## src/logic/routerPkg.sv

```systemverilog
package routerPkg;

  // port order is Local, North, East, West, South
  localparam int numPorts = 5;
  localparam int portIdxWidth = 3;

  localparam int flitIdWidth = 3;
  localparam int lengthWidth = 12;
  localparam int dataWidth = 16;

  localparam int queueDepth = 4;

  // flit type that carries the grant time limit
  localparam logic [flitIdWidth-1:0] headerId = 3'b001;

  // one-hot, bit 0 is idle and bit p+1 means input p holds the grant
  localparam int stateWidth = numPorts + 1;

endpackage

```

## src/logic/inputQueue.sv

```systemverilog
module inputQueue
  import routerPkg::*;
(
  input  logic                   clk,
  input  logic                   rst,
  input  logic                   push,
  input  logic [flitIdWidth-1:0] pushId,
  input  logic [lengthWidth-1:0] pushLength,
  input  logic [dataWidth-1:0]   pushData,
  input  logic                   pop,
  output logic [flitIdWidth-1:0] headId,
  output logic [lengthWidth-1:0] headLength,
  output logic [dataWidth-1:0]   headData,
  output logic                   empty,
  output logic                   full
);

  logic [flitIdWidth+lengthWidth+dataWidth-1:0] mem [queueDepth];
  logic [$clog2(queueDepth)-1:0] wrPtr;
  logic [$clog2(queueDepth)-1:0] rdPtr;
  logic [$clog2(queueDepth+1)-1:0] count;

  always_ff @(posedge clk)
  begin
    if (push)
      mem[wrPtr] <= {pushId, pushLength, pushData};
  end

  // pop is trusted, the switch only pops a non-empty queue
  always_ff @(posedge clk)
  begin
    if (rst)
    begin
      wrPtr <= '0;
      rdPtr <= '0;
      count <= '0;
    end
    else
    begin
      if (push)
        wrPtr <= (wrPtr == queueDepth - 1) ? '0 : wrPtr + 1'b1;
      if (pop)
        rdPtr <= (rdPtr == queueDepth - 1) ? '0 : rdPtr + 1'b1;
      case ({push, pop})
        2'b10: count <= count + 1'b1;
        2'b01: count <= count - 1'b1;
        default: count <= count;
      endcase
    end
  end

  // oldest entry shown without a read cycle
  assign {headId, headLength, headData} = mem[rdPtr];

  assign empty = (count == 0);
  assign full = (count == queueDepth);

endmodule

```

## src/logic/portTimer.sv

```systemverilog
module portTimer
  import routerPkg::*;
(
  input  logic                   clk,
  input  logic                   rst,
  input  logic [flitIdWidth-1:0] flitId,
  input  logic [lengthWidth-1:0] length,
  input  logic                   runTimer,
  output logic                   timesUp
);

  logic [lengthWidth-1:0] limit;
  logic [lengthWidth-1:0] count;

  always_ff @(posedge clk)
  begin
    if (rst)
    begin
      limit <= '0;
      count <= '0;
    end
    else
    begin
      // only a header flit at the queue head sets the limit
      if (flitId == headerId)
        limit <= length;
      if (runTimer)
        count <= count + 1'b1;
      else
        count <= '0;
    end
  end

  assign timesUp = (count == limit);

endmodule

```

## src/logic/flowArbiter.sv

```systemverilog
module flowArbiter
  import routerPkg::*;
(
  input  logic                                  clk,
  input  logic                                  rst,
  input  logic [numPorts-1:0]                   request,
  input  logic [numPorts-1:0][flitIdWidth-1:0]  headId,
  input  logic [numPorts-1:0][lengthWidth-1:0]  headLength,
  output logic [numPorts-1:0]                   grant
);

  logic [stateWidth-1:0] state;
  logic [stateWidth-1:0] nextState;
  logic [numPorts-1:0] runTimer;
  logic [numPorts-1:0] timesUp;
  logic [numPorts-1:0][flitIdWidth-1:0] validId;
  logic [portIdxWidth-1:0] holder;
  logic [portIdxWidth-1:0] searchStart;
  logic [portIdxWidth-1:0] candidate;
  logic found;
  logic idle;

  function automatic logic [portIdxWidth-1:0] wrapIdx(
    input logic [portIdxWidth-1:0] base,
    input int offset
  );
    int sum;
    sum = int'(base) + offset;
    if (sum >= numPorts)
      sum = sum - numPorts;
    return portIdxWidth'(sum);
  endfunction

  assign idle = state[0];
  assign grant = state[stateWidth-1:1];

  always_comb
  begin
    holder = '0;
    for (int i = 0; i < numPorts; i++)
    begin
      if (grant[i])
        holder = portIdxWidth'(i);
    end
  end

  // rotate past the holder, so the holder is checked last
  assign searchStart = (idle || holder == numPorts - 1) ? '0 : holder + 1'b1;

  always_comb
  begin
    found = 1'b0;
    candidate = '0;
    for (int off = 0; off < numPorts; off++)
    begin
      if (!found && request[wrapIdx(searchStart, off)])
      begin
        found = 1'b1;
        candidate = wrapIdx(searchStart, off);
      end
    end
  end

  always_comb
  begin
    runTimer = '0;
    nextState = stateWidth'(1);
    if (!idle && request[holder] && !timesUp[holder])
    begin
      runTimer[holder] = 1'b1;
      nextState = state;
    end
    else if (found)
    begin
      // a re-grant of the holder passes here with runTimer low, so its count restarts
      nextState = stateWidth'(2) << candidate;
    end
  end

  always_ff @(posedge clk)
  begin
    if (rst)
      state <= stateWidth'(1);
    else
      state <= nextState;
  end

  for (genvar p = 0; p < numPorts; p++)
  begin : genTimer
    // stale entries of an empty queue must not reload the limit
    assign validId[p] = request[p] ? headId[p] : '0;

    portTimer timerInst (
      .clk      (clk),
      .rst      (rst),
      .flitId   (validId[p]),
      .length   (headLength[p]),
      .runTimer (runTimer[p]),
      .timesUp  (timesUp[p])
    );
  end

endmodule

```

## src/logic/outputSwitch.sv

```systemverilog
module outputSwitch
  import routerPkg::*;
(
  input  logic                                  clk,
  input  logic                                  rst,
  input  logic [numPorts-1:0]                   grant,
  input  logic [numPorts-1:0]                   empty,
  input  logic [numPorts-1:0][flitIdWidth-1:0]  headId,
  input  logic [numPorts-1:0][lengthWidth-1:0]  headLength,
  input  logic [numPorts-1:0][dataWidth-1:0]    headData,
  output logic [numPorts-1:0]                   pop,
  output logic                                  outValid,
  output logic [flitIdWidth-1:0]                outId,
  output logic [lengthWidth-1:0]                outLength,
  output logic [dataWidth-1:0]                  outData,
  output logic [portIdxWidth-1:0]               outSource
);

  logic [portIdxWidth-1:0] selIdx;
  logic selValid;

  always_comb
  begin
    selIdx = '0;
    for (int i = 0; i < numPorts; i++)
    begin
      if (grant[i])
        selIdx = portIdxWidth'(i);
    end
  end

  // the flit is taken from the queue on the same edge it is registered
  assign pop = grant & ~empty;
  assign selValid = |pop;

  always_ff @(posedge clk)
  begin
    if (rst)
      outValid <= 1'b0;
    else
      outValid <= selValid;
  end

  always_ff @(posedge clk)
  begin
    if (selValid)
    begin
      outId <= headId[selIdx];
      outLength <= headLength[selIdx];
      outData <= headData[selIdx];
      outSource <= selIdx;
    end
  end

endmodule

```

## src/logic/routerOutputPort.sv

```systemverilog
module routerOutputPort
  import routerPkg::*;
(
  input  logic                                  clk,
  input  logic                                  rst,
  input  logic [numPorts-1:0]                   inValid,
  input  logic [numPorts-1:0][flitIdWidth-1:0]  inId,
  input  logic [numPorts-1:0][lengthWidth-1:0]  inLength,
  input  logic [numPorts-1:0][dataWidth-1:0]    inData,
  output logic [numPorts-1:0]                   inFull,
  output logic                                  outValid,
  output logic [flitIdWidth-1:0]                outId,
  output logic [lengthWidth-1:0]                outLength,
  output logic [dataWidth-1:0]                  outData,
  output logic [portIdxWidth-1:0]               outSource
);

  logic [numPorts-1:0] empty;
  logic [numPorts-1:0] pop;
  logic [numPorts-1:0] grant;
  logic [numPorts-1:0][flitIdWidth-1:0] headId;
  logic [numPorts-1:0][lengthWidth-1:0] headLength;
  logic [numPorts-1:0][dataWidth-1:0] headData;

  for (genvar p = 0; p < numPorts; p++)
  begin : genQueue
    inputQueue queueInst (
      .clk        (clk),
      .rst        (rst),
      .push       (inValid[p]),
      .pushId     (inId[p]),
      .pushLength (inLength[p]),
      .pushData   (inData[p]),
      .pop        (pop[p]),
      .headId     (headId[p]),
      .headLength (headLength[p]),
      .headData   (headData[p]),
      .empty      (empty[p]),
      .full       (inFull[p])
    );
  end

  // a non-empty queue requests the output link
  flowArbiter arbiterInst (
    .clk        (clk),
    .rst        (rst),
    .request    (~empty),
    .headId     (headId),
    .headLength (headLength),
    .grant      (grant)
  );

  outputSwitch switchInst (
    .clk        (clk),
    .rst        (rst),
    .grant      (grant),
    .empty      (empty),
    .headId     (headId),
    .headLength (headLength),
    .headData   (headData),
    .pop        (pop),
    .outValid   (outValid),
    .outId      (outId),
    .outLength  (outLength),
    .outData    (outData),
    .outSource  (outSource)
  );

endmodule

```

## config.mk

```make
export PLATFORM = sky130hd
export DESIGN_NAME = routerOutputPort
export DESIGN_NICKNAME = d
export VERILOG_FILES = /design/src/logic/routerPkg.sv /design/src/logic/inputQueue.sv /design/src/logic/portTimer.sv /design/src/logic/flowArbiter.sv /design/src/logic/outputSwitch.sv /design/src/logic/routerOutputPort.sv
export SDC_FILE = /design/constraint.sdc
export NUM_CORES = 1
export LEC_CHECK = 0
export BUFFER_PORTS_ARGS = -buffer_cell sky130_fd_sc_hd__buf_4
export CORE_MARGIN = 4
export CORE_UTILIZATION = 65
export DETAILED_ROUTE_END_ITERATION = 16
export PLACE_DENSITY = 0.84
export SLEW_MARGIN = 30
export SYNTH_ARGS = -nofsm -noshare
export SYNTH_HDL_FRONTEND = slang
export SYNTH_SLANG_ARGS = --single-unit
```

## constraint.sdc

```tcl
create_clock -name clk -period 10.2 [get_ports clk]
set_input_delay 0.51 -clock clk [delete_from_list [all_inputs] [get_ports clk]]
set_output_delay 0.51 -clock clk [all_outputs]
set_load 0.03 [all_outputs]
```

---- Word-level counts from Yosys, hierarchy flattened ----
Memory sizes are Yosys's and may differ from the RTL's. A register that Yosys moved wholly into a read port is not among the register bits.
Index checks and enable logic that the tools add are counted.
storage, ports and cells
  bits in read-only memories .............. 0
  bits in writable memories ............... 620
  register bits ........................... 196
  input bits .............................. 162
  output and inout port bits .............. 40
  latch bits .............................. 0
  memories ................................ 5
  logic and storage cells ................. 241
cells by class
  multipliers ............................. 0
  divide/modulo/power cells ............... 0
  bitwise logic cells ..................... 7
  $add $sub $neg .......................... 35
  muxes and demuxes ....................... 84
  order comparisons ....................... 12
  reductions and logical operators ........ 30
  equal/unequal tests ..................... 36
  shifts and indexed selects .............. 1
memory list
  memory                     words  bits a word  rd ports  clocked after memory_dff  write ports  line              source
  genQueue[0].queueInst.mem  4      31           1         1                         1            inputQueue.sv:18  logic [flitIdWidth+lengthWidth+dataWidth-1:0] mem [queueDepth];
  genQueue[1].queueInst.mem  4      31           1         1                         1            inputQueue.sv:18
  genQueue[2].queueInst.mem  4      31           1         1                         1            inputQueue.sv:18
  genQueue[3].queueInst.mem  4      31           1         1                         1            inputQueue.sv:18
  genQueue[4].queueInst.mem  4      31           1         1                         1            inputQueue.sv:18
operators by type and width
  operator                                                           count
  adder 12 x 1 -> 12 bit, second input constant                      5
  equality test 12 bit                                               5
  two-way mux 3 bit                                                  20
  binary-select mux 16 bit (select 3 bit)                            1
  two-way mux 2 bit                                                  20
  binary-select mux 12 bit (select 3 bit)                            1
  equality test 2 bit, second input constant                         15
  case mux 3 bit (2 select lines)                                    5
  < comparator 3 x 4 -> 1 bit, second input constant                 6
  two-way mux 1 bit                                                  24
  binary-select mux 1 bit (select 3 bit)                             7
  adder 2 x 1 -> 2 bit, second input constant                        10
  adder 3 x 1 -> 3 bit, second input constant                        6
  equality test 3 bit, second input constant                         6
  greater-or-equal comparator 4 x 3 -> 1 bit, second input constant  4
  two-way mux 16 bit                                                 1
  equality test 3 x 1 -> 1 bit, second input constant                5
  zero test 3 bit                                                    5
  subtractor 3 x 1 -> 3 bit, second input constant                   5
  subtractor 3 bit, second input constant                            5
  two-way mux 12 bit                                                 1
  equality test 2 x 1 -> 1 bit, second input constant                5
  nonzero test 2 bit                                                 5
  OR reduction 2 bit                                                 5
  other kinds (17)                                                   33

---- Longest topological paths before layout ----
Gate-level depths: netlist of run 1.
  word-level depth ........................ 26
  gate-level depth with buffers ........... 21
  mapped depth without buffers ............ 18

---- Modules after synthesis ----
From an unflattened synthesis of run 1, not the netlist that was laid out.
second synthesis, totals
  cell total of the unflattened synthesis .. 2035
  area total of the unflattened synthesis .. 33997.6 um^2
modules (own cells, without submodules)
  module                                              cells an instance  times used  seq. area each (um^2)  area each (um^2)
  inputQueue                                          209                5           3903.7                 4922.2
  portTimer at arbiterInst.genTimer[2].timerInst ...  113                3           480.5                  1076.0
  outputSwitch                                        199                1           1041.0                 2412.3
  portTimer at arbiterInst.genTimer[0].timerInst ...  113                2           480.5                  1073.5
  flowArbiter                                         221                1           120.1                  1580.3
  routerOutputPort                                    5                  1           0.0                    18.8

---- Worst setup path before layout of run 1 ----
No wires, ideal clock.
  path kind ............................... flip-flop to flip-flop
  start point ............................. register arbiterInst.state[3]
  end point ............................... register arbiterInst.state[3]
  library setup time ...................... 61 ps
  setup slack ............................. 5462 ps
  required time ........................... 10139 ps
  arrival ................................. 4677 ps
  cell stages (with the launch flop) ...... 20
  clock period less this slack ............ 4738 ps
  buffers on the path ..................... 2
  cells stage by stage .................... dfxtp_1 -> nor2b_1 -> nor2_1 -> clkbuf_1 -> nor2_1 -> clkbuf_1 -> inv_1 -> ha_1 -> or3_1 -> inv_1 -> ha_1 -> or3b_1 -> o32a_1 -> o211a_1 -> a2bb2oi_1 -> nor3_2 -> nand3_2 -> or4b_1 -> o311ai_2 -> a32o_1
on the way
  cells in the longest elaborated chain, start to end .. 25
  elaborated cells on any way between the ends .. 63
  classes of those cells .................. add/sub: 10; order compare: 5; eq/ne: 1; shift: 1; mux: 34; reduce/logical: 12
ends and longest elaborated chain
  element                                                                        line               source
  start: declaration                                                             flowArbiter.sv:12  logic [stateWidth-1:0] state;
  start signal: assignment                                                       flowArbiter.sv:83  state <= stateWidth'(1);
  start signal: assignment                                                       flowArbiter.sv:85  state <= nextState;
  two-way mux 3 bit *                                                            flowArbiter.sv:42  if (grant[i])
  two-way mux 3 bit * (2 in series)                                              n/a
  net arbiterInst.holder[0]                                                      flowArbiter.sv:17  logic [portIdxWidth-1:0] holder;
  parallel branches: the longest is 22 deep, another holds adder 3 x 1 -> 4 bit  n/a
Mark *: on every way through the listed nets, which the timed path passes. The select of a mux whose other input is x is not followed.
A chain may end at the register's enable or synchronous reset.

---- Worst setup path in the final report of run 1 ----
  start point ............................. register arbiterInst.state[2]
  end point ............................... register arbiterInst.state[4]
on the way
  cells in the longest elaborated chain, start to end .. 26
  elaborated cells on any way between the ends .. 64
  classes of those cells .................. add/sub: 10; order compare: 5; eq/ne: 1; shift: 1; mux: 35; reduce/logical: 12
ends and longest elaborated chain
  element                                                                        line
  two-way mux 1 bit *                                                            flowArbiter.sv:42
  two-way mux 3 bit *                                                            flowArbiter.sv:42
  two-way mux 3 bit * (2 in series)                                              n/a
  parallel branches: the longest is 22 deep, another holds adder 3 x 1 -> 4 bit  n/a
Mark *: on every way between the ends. The select of a mux whose other input is x is not followed.

==> results.py, run 1 <==
metrics = {
    "setup_path": {
        "worstRegToRegCells": 17,
        "critical_path_top_delay_cell": "sky130_fd_sc_hd__dfxtp_1",
        "worstSetupStartpointType": "flip-flop",
        "critical_path_class": "flip-flop to flip-flop",
        "critPathArrivalTime_ns": 6.04,
        "critical_path.reg2reg.endpoint": "arbiterInst.state[4]",
        "crit_start": "arbiterInst.state[2]",
        "path_cells": "nor2b_1, nor2_2, nor2_1, inv_1, ha_1, or3_1, inv_1, ha_1, or3b_1, o32a_1, o211a_1, a2bb2oi_1, nor3_2, nand3_2, or4b_1, o311ai_2, a32o_1",
        "crit_end": "arbiterInst.state[4]",
        "cp_data_required_time_ns": 10.76,
        "r2r_setup_slack_ns": 4.72,
        "launching_point_of_the_worst_reg2reg_path": "arbiterInst.state[2]",
        "critical_path.max_fanout": 13,
        "critical_path.endpoint_type": "flip-flop",
        "max_stage_delay_ns": 0.63,
    },
    "clocking": {
        "clock_path_buffers": 3,
        "clock_pin_transition_on_the_worst_setup_and_hold_timing_paths_ns": 0.07,
        "clkLatencyLatePin_ns": 0.64,
        "tritoncts_clock_tree": "yes",
        "cts_setup_buffers": 0,
        "cts-htree-levels": 3,
        "cts_num_sinks": 826,
        "cts_hold_buf": 0,
        "cts_made_buffers": 79,
        "cts.root.buffer_cell": "sky130_fd_sc_hd__clkbuf_16",
        "cts_resized": 0,
    },
    "logic_synthesis": {
        "synth_async_sr_flop_share_pct": 0,
        "synth_sequential_area_ratio_pct": 69.66,
        "synth.lib_cells_used.distinct": 63,
        "ys.warnings.count": 0,
        "mappedNetlistNets": 2271,
        "ys_ff_latch": 826,
        "yosys-top-cells-area": "sky130_fd_sc_hd__edfxtp_1 59%, sky130_fd_sc_hd__mux4_2 11%, sky130_fd_sc_hd__dfxtp_1 10%",
        "syn_inst": 2060,
        "syn-cell-area_mm2": 0.03313,
        "synth_top_area_share_pct": 59.27,
        "number_of_enable_flip_flop_cells_after_synthesis": 654,
        "yosysTopAreaCell": "sky130_fd_sc_hd__edfxtp_1",
        "synth_flop_cell": "sky130_fd_sc_hd__edfxtp_1",
        "post_synth.cell_area_avg_um2": 16.08,
    },
    "global_routing": {
        "grt_max_degree": 67,
        "vias_in_the_first_global_route": 19660,
        "groute.usage.overall_pct": 31.48,
        "global_route_wire_length_before_repair_mm": 125.1,
        "global_route.overflow_total": 0,
        "grt_antenna_before_repair": 2,
    },
    "worst_hold_path": {
        "worstHoldPathType": "input pin to flip-flop",
    },
    "floorplanning": {
        "die_y_um": 233.8,
        "std_cell_rows": 82,
        "ios": 202,
        "die-width_um": 233.8,
        "core_area_mm2": 0.05027,
        "initial_utilization_pct": 65.91,
        "area_of_the_die_mm2": 0.05465,
    },
    "timing": {
        "report.final.slew_viol_count": 0,
        "max_slew_margin_pct": 33.65,
        "finalHoldWorstSlack_ns": 0.06714,
        "totalNegativeSetupSlack_ns": 0,
        "timing.final.crit_period_ns": 5.477,
        "setup_viol_count_final": 0,
        "rsz0062_at_grt": "no",
        "hold_violations": 0,
        "worst_pin_slew_ns": 0.9916,
        "final_min_period_over_clock_period_pct": 53.70,
        "max_clock_freq_ghz": 0.1826,
        "clock-skew-final_ns": 0.02888,
    },
    "placement": {
        "post-dp-hpwl_mm": 54.30,
        "port-buffer-count": 201,
        "gp_routability_congestion": 0.9294,
    },
    "power": {
        "leakage_power_nw": 12.88,
        "vdd.ir_drop.worst_uv": 182.0,
        "total_power_mw": 8.894,
        "power_density_mw_per_mm2": 234.7,
    },
    "detailed_routing": {
        "dr.pass1.iters": 5,
        "wire_per_inst_um": 27.98,
        "antenna_left": 0,
        "drt_first_iter_violations": 2022,
        "totalWireLength_mm": 84.40,
        "route.detailed.drc": 0,
        "route.vias.total": 19180,
        "vias_per_cell": 6.358,
    },
    "flow_run": {
        "timing.max_cap.violations": 0,
    },
    "status": {
        "run_status": "completed",
    },
    "cells_and_area": {
        "fraction_of_layout_instances_using_a_drive_strength_above_1_pct": 23.06,
        "area_growth_pct": 14.39,
        "nNetsFinal": 2487,
    },
}
## cell type report
type	instances	area, µm²
repair buffers	229	1719
inverters	49	183.9
multi-input cells	1091	9545
fillers	2840	12370
diodes	2	5.005
flip-flops and latches	826	23090
clock inverters	39	347.8
well taps	672	840.8
clock buffers	108	2168
## sequential cells by signal (all words and copies together) (netlist names), named ones only
signal,count
switchInst.outValid,1
switchInst.outData,16
switchInst.outSource,3
switchInst.outLength,12
genQueue.queueInst.mem,620
arbiterInst.genTimer.timerInst.limit,60
genQueue.queueInst.rdPtr,10
arbiterInst.state,6
genQueue.queueInst.wrPtr,10
switchInst.outId,3
arbiterInst.genTimer.timerInst.count,60
genQueue.queueInst.count,15
## Yosys cell counts (all sizes together), types with 2 or more instances
cell type	number
ha	43
nor2	208
o211a	2
nor4b	6
fa	6
or4	3
o41ai	5
or2	3
nand2	96
mux4	155
or3	18
nor4	10
o31ai	2
clkbuf	58
a32o	2
nor2b	4
o32ai	2
mux2i	79
and3	24
nand4	18
and2	22
nor3	27
a31oi	4
o21ai	44
or3b	2
o211ai	3
nand2b	3
nand3	50
xor2	61
a21oi	79
inv	49
xnor2	60
dfxtp	172
a211oi	3
a22oi	15
buf	36
o22ai	14
o21a	3
edfxtp	654
## layout by cell type, fill, tap and decap left out, types with 13 or more instances in the layout
cell type	netlist	final
sky130_fd_sc_hd__nand2_1	96	96
sky130_fd_sc_hd__inv_1	49	49
sky130_fd_sc_hd__or3_1	18	18
sky130_fd_sc_hd__a21oi_1	79	79
sky130_fd_sc_hd__clkinv_2	0	13
sky130_fd_sc_hd__ha_1	43	43
sky130_fd_sc_hd__nor2_1	208	207
sky130_fd_sc_hd__nand4_1	18	18
sky130_fd_sc_hd__clkbuf_16	0	81
sky130_fd_sc_hd__and3_1	24	24
sky130_fd_sc_hd__and2_2	0	15
sky130_fd_sc_hd__edfxtp_1	654	654
sky130_fd_sc_hd__buf_4	6	229
sky130_fd_sc_hd__o22ai_1	13	13
sky130_fd_sc_hd__xor2_1	61	61
sky130_fd_sc_hd__mux2i_1	79	79
sky130_fd_sc_hd__dfxtp_1	172	163
sky130_fd_sc_hd__a22oi_1	15	15
sky130_fd_sc_hd__nand3_1	49	48
sky130_fd_sc_hd__clkbuf_1	58	23
sky130_fd_sc_hd__clkinv_1	0	13
sky130_fd_sc_hd__o21ai_0	44	44
sky130_fd_sc_hd__nor3_1	25	24
sky130_fd_sc_hd__xnor2_1	60	60
sky130_fd_sc_hd__mux4_2	155	155
## metal layers
layer	share of wire [%]	GRT usage, %	vias to the layer above
li1	-	-	8314
met1	37	41.09	9782
met2	51	52.36	892
met3	7.0	5.855	186
met4	5.1	14.31	2
met5	0.024	0	-
## through the flow
stage	setup WS, ns	utilization, %	std cells	cell area [µm²]
6_report	4.723	75.40	3016	37900
5_1_grt	4.432	75.39	3015	37900
4_1_cts	4.845	75.39	3014	37900
3_5_place_dp	4.870	70.38	2867	35380
3_3_place_gp	4.941	70.35	2867	35370
2_1_floorplan	5.462	-	2060	33130
## worst min path at each step
stage / start / to / slack [ns] / cells after the start
6_report: inData[76] / genQueue[4].queueInst.mem[1][12] / 0.07 / 1
5_1_grt: inData[76] / genQueue[4].queueInst.mem[1][12] / 0.05 / 1
4_1_cts: inLength[16] / genQueue[1].queueInst.mem[2][20] / 0.04 / 1
3_5_place_dp: arbiterInst.genTimer[1].timerInst.count[0] / arbiterInst.genTimer[1].timerInst.count[0] / 0.46 / 1
3_3_place_gp: arbiterInst.genTimer[1].timerInst.count[0] / arbiterInst.genTimer[1].timerInst.count[0] / 0.45 / 1
2_1_floorplan: arbiterInst.state[1] / arbiterInst.state[1] / 0.42 / 2
## cells by family after synthesis
| kind of cell | synth area share (%) |
|---|---|
| muxes | 12.92 |
| DFF | 69.66 |
| xor gates and xnor gates | 3.198 |
| AOI/OAI and AO/OA | 3.489 |
| and+or+nand+nor | 6.993 |
| adders and majority gates | 1.986 |
| buffers and inverters | 1.748 |
## worst max-delay path, delay by kind of cell, from the launching register on
family                     cells  cell delay, ns
buffers and inverters          2            0.28
AOI/OAI and AO/OA              5            1.11
DFF                            1            0.63
and+or+nand+nor                8            2.60
adders and majority gates      2            0.76
## report_power, final
| part | leakage [nW] | total (mW) | internal (mW) | switching (mW) |
|---|---|---|---|---|
| sequential | 7.41 | 3.99 | 3.89 | 0.0958 |
| clock | 1.22 | 2.86 | 1.60 | 1.26 |
| combinational | 4.25 | 2.05 | 0.686 | 1.36 |
| total | 12.9 | 8.89 | 6.18 | 2.72 |
No activity file was read; power rests on OpenSTA's default activity.
==> run 2, diff against run 1 <==
--- a/config.mk
+++ b/config.mk
@@ -7,9 +7,9 @@
 export LEC_CHECK = 0
 export BUFFER_PORTS_ARGS = -buffer_cell sky130_fd_sc_hd__buf_4
 export CORE_MARGIN = 4
-export CORE_UTILIZATION = 65
+export CORE_UTILIZATION = 61
 export DETAILED_ROUTE_END_ITERATION = 16
-export PLACE_DENSITY = 0.84
+export PLACE_DENSITY = 0.8
 export SLEW_MARGIN = 30
 export SYNTH_ARGS = -nofsm -noshare
 export SYNTH_HDL_FRONTEND = slang
==> constraint.sdc (replaced) <==
create_clock -name clk -period 5.6 [get_ports clk]
set_input_delay 0.28 -clock clk [delete_from_list [all_inputs] [get_ports clk]]
set_output_delay 0.28 -clock clk [all_outputs]
set_load 0.03 [all_outputs]
==> results.py, run 2 (synthesis gave the netlist of run 1 again) <==
metrics = {
    "cells_and_area": {
        "num_antenna_cells": 0,
        "layout_top_registers": "genQueue.queueInst.mem: 620 flops, arbiterInst.genTimer.timerInst.count: 60 flops, arbiterInst.genTimer.timerInst.limit: 60 flops",
        "mostFrequentLayoutCell": "sky130_fd_sc_hd__edfxtp_1",
        "max_flop_register": "genQueue.queueInst.mem",
        "fraction_of_layout_instances_using_a_drive_strength_above_1_pct": 21.62,
        "largest_register_ff_count": 620,
        "nNetsFinal": 2661,
        "area_growth_pct": 19.86,
        "mostFrequentLayoutCells": "654 x sky130_fd_sc_hd__edfxtp_1, 240 x sky130_fd_sc_hd__buf_4, 207 x sky130_fd_sc_hd__nor2_1",
    },
    "worst_hold_path": {
        "hold_depth": 2,
        "worstHoldPathType": "input pin to flip-flop",
    },
    "clocking": {
        "cts.root.buffer_cell": "sky130_fd_sc_hd__clkbuf_16",
        "cts-htree-levels": 3,
        "clock_path_buffers": 3,
        "clkLatencyLatePin_ns": 0.61,
        "clock_pin_transition_on_the_worst_setup_and_hold_timing_paths_ns": 0.06,
        "tritoncts_clock_tree": "yes",
        "cts_made_buffers": 82,
        "cts_num_sinks": 826,
        "cts_setup_buffers": 0,
    },
    "timing": {
        "hold_violations": 0,
        "report.final.slew_viol_count": 0,
        "rsz0062_at_grt": "no",
        "timing.final.crit_period_ns": 5.020,
        "max_slew_margin_pct": 39.22,
        "max_clock_freq_ghz": 0.1992,
        "worst_pin_slew_ns": 0.9098,
        "setup_ws_ns": 0.5803,
        "final_min_period_over_clock_period_pct": 89.64,
        "setup_viol_count_final": 0,
        "clock-skew-final_ns": 0.01548,
        "totalNegativeSetupSlack_ns": 0,
    },
    "power": {
        "power_density_mw_per_mm2": 416.6,
        "vdd.ir_drop.worst_uv": 429.7,
        "total_power_mw": 16.55,
        "leakage_power_nw": 13.65,
    },
    "placement": {
        "port-buffer-count": 201,
        "detailedPlace.worstSlack_ns": 0.6181,
        "gp_routability_congestion": 0.9617,
        "post-dp-hpwl_mm": 53.03,
    },
    "setup_path": {
        "worstSetupStartpointType": "flip-flop",
        "cp_data_required_time_ns": 6.13,
        "r2r_setup_slack_ns": 0.58,
        "critical_path.max_fanout": 13,
        "critPathArrivalTime_ns": 5.55,
        "worstRegToRegCells": 19,
        "critical_path.endpoint_type": "flip-flop",
        "critical_path_class": "flip-flop to flip-flop",
    },
    "detailed_routing": {
        "totalWireLength_mm": 83.86,
        "wire_per_inst_um": 26.14,
        "drt_first_iter_violations": 1925,
        "route.vias.total": 19790,
        "antenna_left": 0,
        "vias_per_cell": 6.170,
        "dr.pass1.iters": 6,
        "route.detailed.drc": 0,
    },
    "global_routing": {
        "grt_antenna_before_repair": 0,
        "global_route_wire_length_before_repair_mm": 125.8,
        "vias_in_the_first_global_route": 20270,
        "grt_max_degree": 66,
        "groute.usage.overall_pct": 29.16,
        "global_route.overflow_total": 0,
    },
    "floorplanning": {
        "initial_utilization_pct": 61.57,
        "area_of_the_die_mm2": 0.05811,
        "core_area_mm2": 0.05381,
        "std_cell_rows": 85,
        "ios": 202,
        "die-width_um": 241.1,
        "die_y_um": 241.1,
    },
    "status": {
        "run_status": "completed",
    },
    "flow_run": {
        "timing.max_cap.violations": 0,
    },
}
[run 2: worst paths after layout]
kind	start	to
max	arbiterInst.state[2]	arbiterInst.state[4]
min	rst	arbiterInst.genTimer[4].timerInst.limit[10]
max reg2reg	arbiterInst.state[2]	arbiterInst.state[4]
min reg2reg	arbiterInst.state[1]	arbiterInst.state[1]
[run 2: through the flow]
step | util, % | std cells | hold WS [ns] | instance area, µm²
2_1_floorplan | - | 2060 | 0.3789 | 33130
3_3_place_gp | 65.91 | 2902 | 0.4539 | 35470
3_5_place_dp | 65.94 | 2902 | 0.4605 | 35490
4_1_cts | 73.80 | 3208 | 0.1357 | 39710
5_1_grt | 73.80 | 3208 | 0.1747 | 39710
6_report | 73.80 | 3208 | 0.1641 | 39710
[run 2: timing repair]
action / 4_1_cts / 5_1_grt
hold buffers: 160 / 0
resized for setup: 0 / 0
endpoints found under the hold margin: 625 / 0
[run 2: layer usage]
layer | track usage, % | up-vias | wire length, µm
met1 | 39.34 | 10080 | 32310
met5 | 0 | - | 0
met2 | 48.59 | 919 | 42230
li1 | - | 8642 | -
met4 | 10.92 | 0 | 3155
met3 | 5.028 | 152 | 6162
[run 2: critical path, stage by stage (launching register included)]
cell,delay (ns)
sky130_fd_sc_hd__dfxtp_1,0.31
sky130_fd_sc_hd__buf_4,0.18
sky130_fd_sc_hd__nor2b_1,0.51
sky130_fd_sc_hd__nor2_2,0.08
sky130_fd_sc_hd__nor2_1,0.15
sky130_fd_sc_hd__inv_1,0.07
sky130_fd_sc_hd__ha_1,0.28
sky130_fd_sc_hd__or3_1,0.45
sky130_fd_sc_hd__inv_1,0.21
sky130_fd_sc_hd__ha_1,0.17
sky130_fd_sc_hd__buf_4,0.19
sky130_fd_sc_hd__or3b_1,0.35
sky130_fd_sc_hd__o32a_1,0.36
sky130_fd_sc_hd__o211a_1,0.15
sky130_fd_sc_hd__a2bb2oi_1,0.19
sky130_fd_sc_hd__nor3_2,0.22
sky130_fd_sc_hd__nand3_2,0.18
sky130_fd_sc_hd__or4b_1,0.53
sky130_fd_sc_hd__o311ai_2,0.14
sky130_fd_sc_hd__a32o_1,0.24
[run 2: final cells by class]
type	instances	area [µm²]
multi-input combinational	1091	9534
fill	3125	14100
sequential	826	23090
clock inverter	39	367.9
inverter	49	183.9
clock buffer	107	2260
timing repair buffer	400	3403
tap	696	870.8
[run 2: report_power, final]
group	total, mW	internal, mW	switching, mW	leakage [nW]
Sequential	7.30	7.08	0.215	7.41
Combinational	3.82	1.33	2.48	4.97
Clock	5.43	3.16	2.27	1.28
==> run 3, diff against run 2 <==
--- a/config.mk
+++ b/config.mk
@@ -6,10 +6,11 @@
 export NUM_CORES = 1
 export LEC_CHECK = 0
 export BUFFER_PORTS_ARGS = -buffer_cell sky130_fd_sc_hd__buf_4
+export CORE_ASPECT_RATIO = 1.75
 export CORE_MARGIN = 4
 export CORE_UTILIZATION = 61
 export DETAILED_ROUTE_END_ITERATION = 16
-export PLACE_DENSITY = 0.8
+export PLACE_DENSITY_LB_ADDON = 0.08
 export SLEW_MARGIN = 30
 export SYNTH_ARGS = -nofsm -noshare
 export SYNTH_HDL_FRONTEND = slang
==> results.py, run 3 (synthesis gave the netlist of run 1 again) <==
metrics = {
    "global_routing": {
        "global_route.overflow_total": 0,
        "grt_max_degree": 58,
        "grt_antenna_before_repair": 9,
        "groute.usage.overall_pct": 28.47,
        "global_route_wire_length_before_repair_mm": 122.6,
        "vias_in_the_first_global_route": 20420,
    },
    "worst_hold_path": {
        "worstHoldPathType": "input pin to flip-flop",
    },
    "clocking": {
        "clock_path_buffers": 3,
        "cts_resized": 0,
        "cts.root.buffer_cell": "sky130_fd_sc_hd__clkbuf_16",
        "tritoncts_clock_tree": "yes",
        "cts_setup_buffers": 0,
        "cts_num_sinks": 826,
        "cts_made_buffers": 72,
        "clkLatencyLatePin_ns": 0.61,
        "cts-htree-levels": 3,
        "clock_pin_transition_on_the_worst_setup_and_hold_timing_paths_ns": 0.07,
    },
    "timing": {
        "max_clock_freq_ghz": 0.2047,
        "rsz0062_at_grt": "no",
        "report.final.slew_viol_count": 0,
        "timing.final.crit_period_ns": 4.885,
        "max_slew_margin_pct": 33.08,
        "setup_viol_count_final": 0,
        "totalNegativeSetupSlack_ns": 0,
        "hold_violations": 0,
        "clock-skew-final_ns": 0.02215,
        "worst_pin_slew_ns": 1.004,
        "final_min_period_over_clock_period_pct": 87.23,
    },
    "cells_and_area": {
        "multiInputGateArea_mm2": 0.009519,
        "share_of_the_core_filled_with_cells_pct": 73.96,
        "final-seq-area_mm2": 0.02309,
        "max_flop_register": "genQueue.queueInst.mem",
        "post_layout_nonfiller_instances": 3205,
        "layout_top_registers": "genQueue.queueInst.mem: 620 flops, arbiterInst.genTimer.timerInst.count: 60 flops, arbiterInst.genTimer.timerInst.limit: 60 flops",
        "mostFrequentLayoutCells": "654 x sky130_fd_sc_hd__edfxtp_1, 256 x sky130_fd_sc_hd__buf_4, 207 x sky130_fd_sc_hd__nor2_1",
        "largest_register_ff_count": 620,
        "final.fill_count": 3317,
        "nNetsFinal": 2669,
        "mostFrequentLayoutCell": "sky130_fd_sc_hd__edfxtp_1",
        "area_growth_pct": 19.49,
        "fraction_of_layout_instances_using_a_drive_strength_above_1_pct": 21.72,
    },
    "setup_path": {
        "critPathArrivalTime_ns": 5.42,
        "worstSetupStartpointType": "flip-flop",
        "r2r_setup_slack_ns": 0.71,
        "critical_path_class": "flip-flop to flip-flop",
        "critical_path.max_fanout": 13,
        "critical_path.endpoint_type": "flip-flop",
        "cp_data_required_time_ns": 6.14,
    },
    "power": {
        "leakage_power_nw": 13.63,
        "power.clock.fraction_pct": 31.2,
        "p_int_mw": 11.28,
        "power_density_mw_per_mm2": 406.3,
        "sequentialPowerShare_pct": 45.1,
        "total_switching_power_mw": 4.800,
        "total_power_mw": 16.08,
        "comb_power_share_pct": 23.7,
        "power.share.switching_pct": 29.84,
        "vdd.ir_drop.worst_uv": 329.1,
    },
    "flow_run": {
        "timing.max_cap.violations": 0,
    },
    "floorplanning": {
        "die-width_um": 184.2,
        "area_of_the_die_mm2": 0.05826,
        "ios": 202,
        "initial_utilization_pct": 61.90,
        "die_y_um": 316.3,
        "core_area_mm2": 0.05353,
        "std_cell_rows": 112,
    },
    "placement": {
        "gp_routability_congestion": 0.8916,
        "numPlacedInstances": 2907,
        "port-buffer-count": 201,
        "post-dp-hpwl_mm": 57.08,
    },
    "status": {
        "run_status": "completed",
    },
    "detailed_routing": {
        "wire_per_inst_um": 25.53,
        "totalWireLength_mm": 81.82,
        "route.vias.total": 19250,
        "dr.pass1.iters": 7,
        "route.detailed.drc": 0,
        "drt_first_iter_violations": 1647,
        "antenna_left": 0,
        "vias_per_cell": 6.007,
    },
}
## run 3: cell count changes in the layout (fill, tap and decap cells not counted), sizes merged
cell and change:
buf +17, clkbuf -14, diode +7, clkinv -4
inv +2, bufinv +1, clkinvlp -1, dlygate4sd3 +1
## run 3: per-layer routing
metal | global-route usage [%] | vias up | share of wire, %
met1 | 34.26 | 9758 | 36
met4 | 13.20 | 4 | 4.9
li1 | - | 8658 | -
met2 | 50.49 | 637 | 54
met5 | 0 | - | 0.037
met3 | 4.350 | 194 | 5.0
## run 3: what timing repair did
| item | 4_1_cts | 5_1_grt |
|---|---|---|
| hold endpoints to repair | 635 | 0 |
| endpoints found under the setup margin | 0 | 0 |
| hold buffers | 161 | 0 |
## run 3: area by class of cell
type                    count  area share (%)
multi-input cells        1091           24.04
diodes                      7         0.04424
flip-flops and latches    826           58.33
inverters                  49          0.4646
clock inverters            37           1.030
well taps                 684           2.162
repair buffers            418           8.994
clock buffers              93           4.933
## run 3: critical path: stages, from the launching register on
cell,delay (ns)
sky130_fd_sc_hd__dfxtp_1,0.31
sky130_fd_sc_hd__buf_4,0.21
sky130_fd_sc_hd__nor2b_1,0.24
sky130_fd_sc_hd__nor2_2,0.06
sky130_fd_sc_hd__nor2_1,0.12
sky130_fd_sc_hd__inv_1,0.07
sky130_fd_sc_hd__ha_1,0.29
sky130_fd_sc_hd__or3_1,0.47
sky130_fd_sc_hd__inv_1,0.23
sky130_fd_sc_hd__ha_1,0.18
sky130_fd_sc_hd__buf_4,0.19
sky130_fd_sc_hd__or3b_1,0.36
sky130_fd_sc_hd__o32a_1,0.37
sky130_fd_sc_hd__o211a_1,0.16
sky130_fd_sc_hd__a2bb2oi_1,0.20
sky130_fd_sc_hd__nor3_2,0.22
sky130_fd_sc_hd__nand3_2,0.19
sky130_fd_sc_hd__or4b_1,0.53
sky130_fd_sc_hd__o311ai_2,0.15
sky130_fd_sc_hd__a32o_1,0.26
## run 3: path summary, 6_finish.rpt
check,startpoint,endpoint,depth (start not counted)
setup / recovery,arbiterInst.state[2],arbiterInst.state[3],19
hold / removal,inData[52],genQueue[3].queueInst.mem[1][4],2
setup reg to reg,arbiterInst.state[2],arbiterInst.state[3],19
hold reg to reg,arbiterInst.genTimer[1].timerInst.count[0],arbiterInst.genTimer[1].timerInst.count[0],1
## run 3: power by group through the flow
stage               clock network [mW]  logic, mW  registers, mW
floorplan                            0       2.15           7.47
global placement                     0       3.64           7.37
detailed placement                   0       3.68           7.38
CTS                               5.09       3.80           7.25
global route                      5.35       4.08           7.27
finish                            5.01       3.82           7.25
## run 3: metrics by stage
step	hold slack, ns	instance area, µm²	worst slack [ns]
detailed placement	0.4662	35600	0.7929
finish	0.4129	39590	0.7149
floorplan	0.3789	33130	0.8617
global placement	0.4533	35560	0.8193
CTS	0.3837	39570	0.7459
global route	0.4006	39590	0.5061
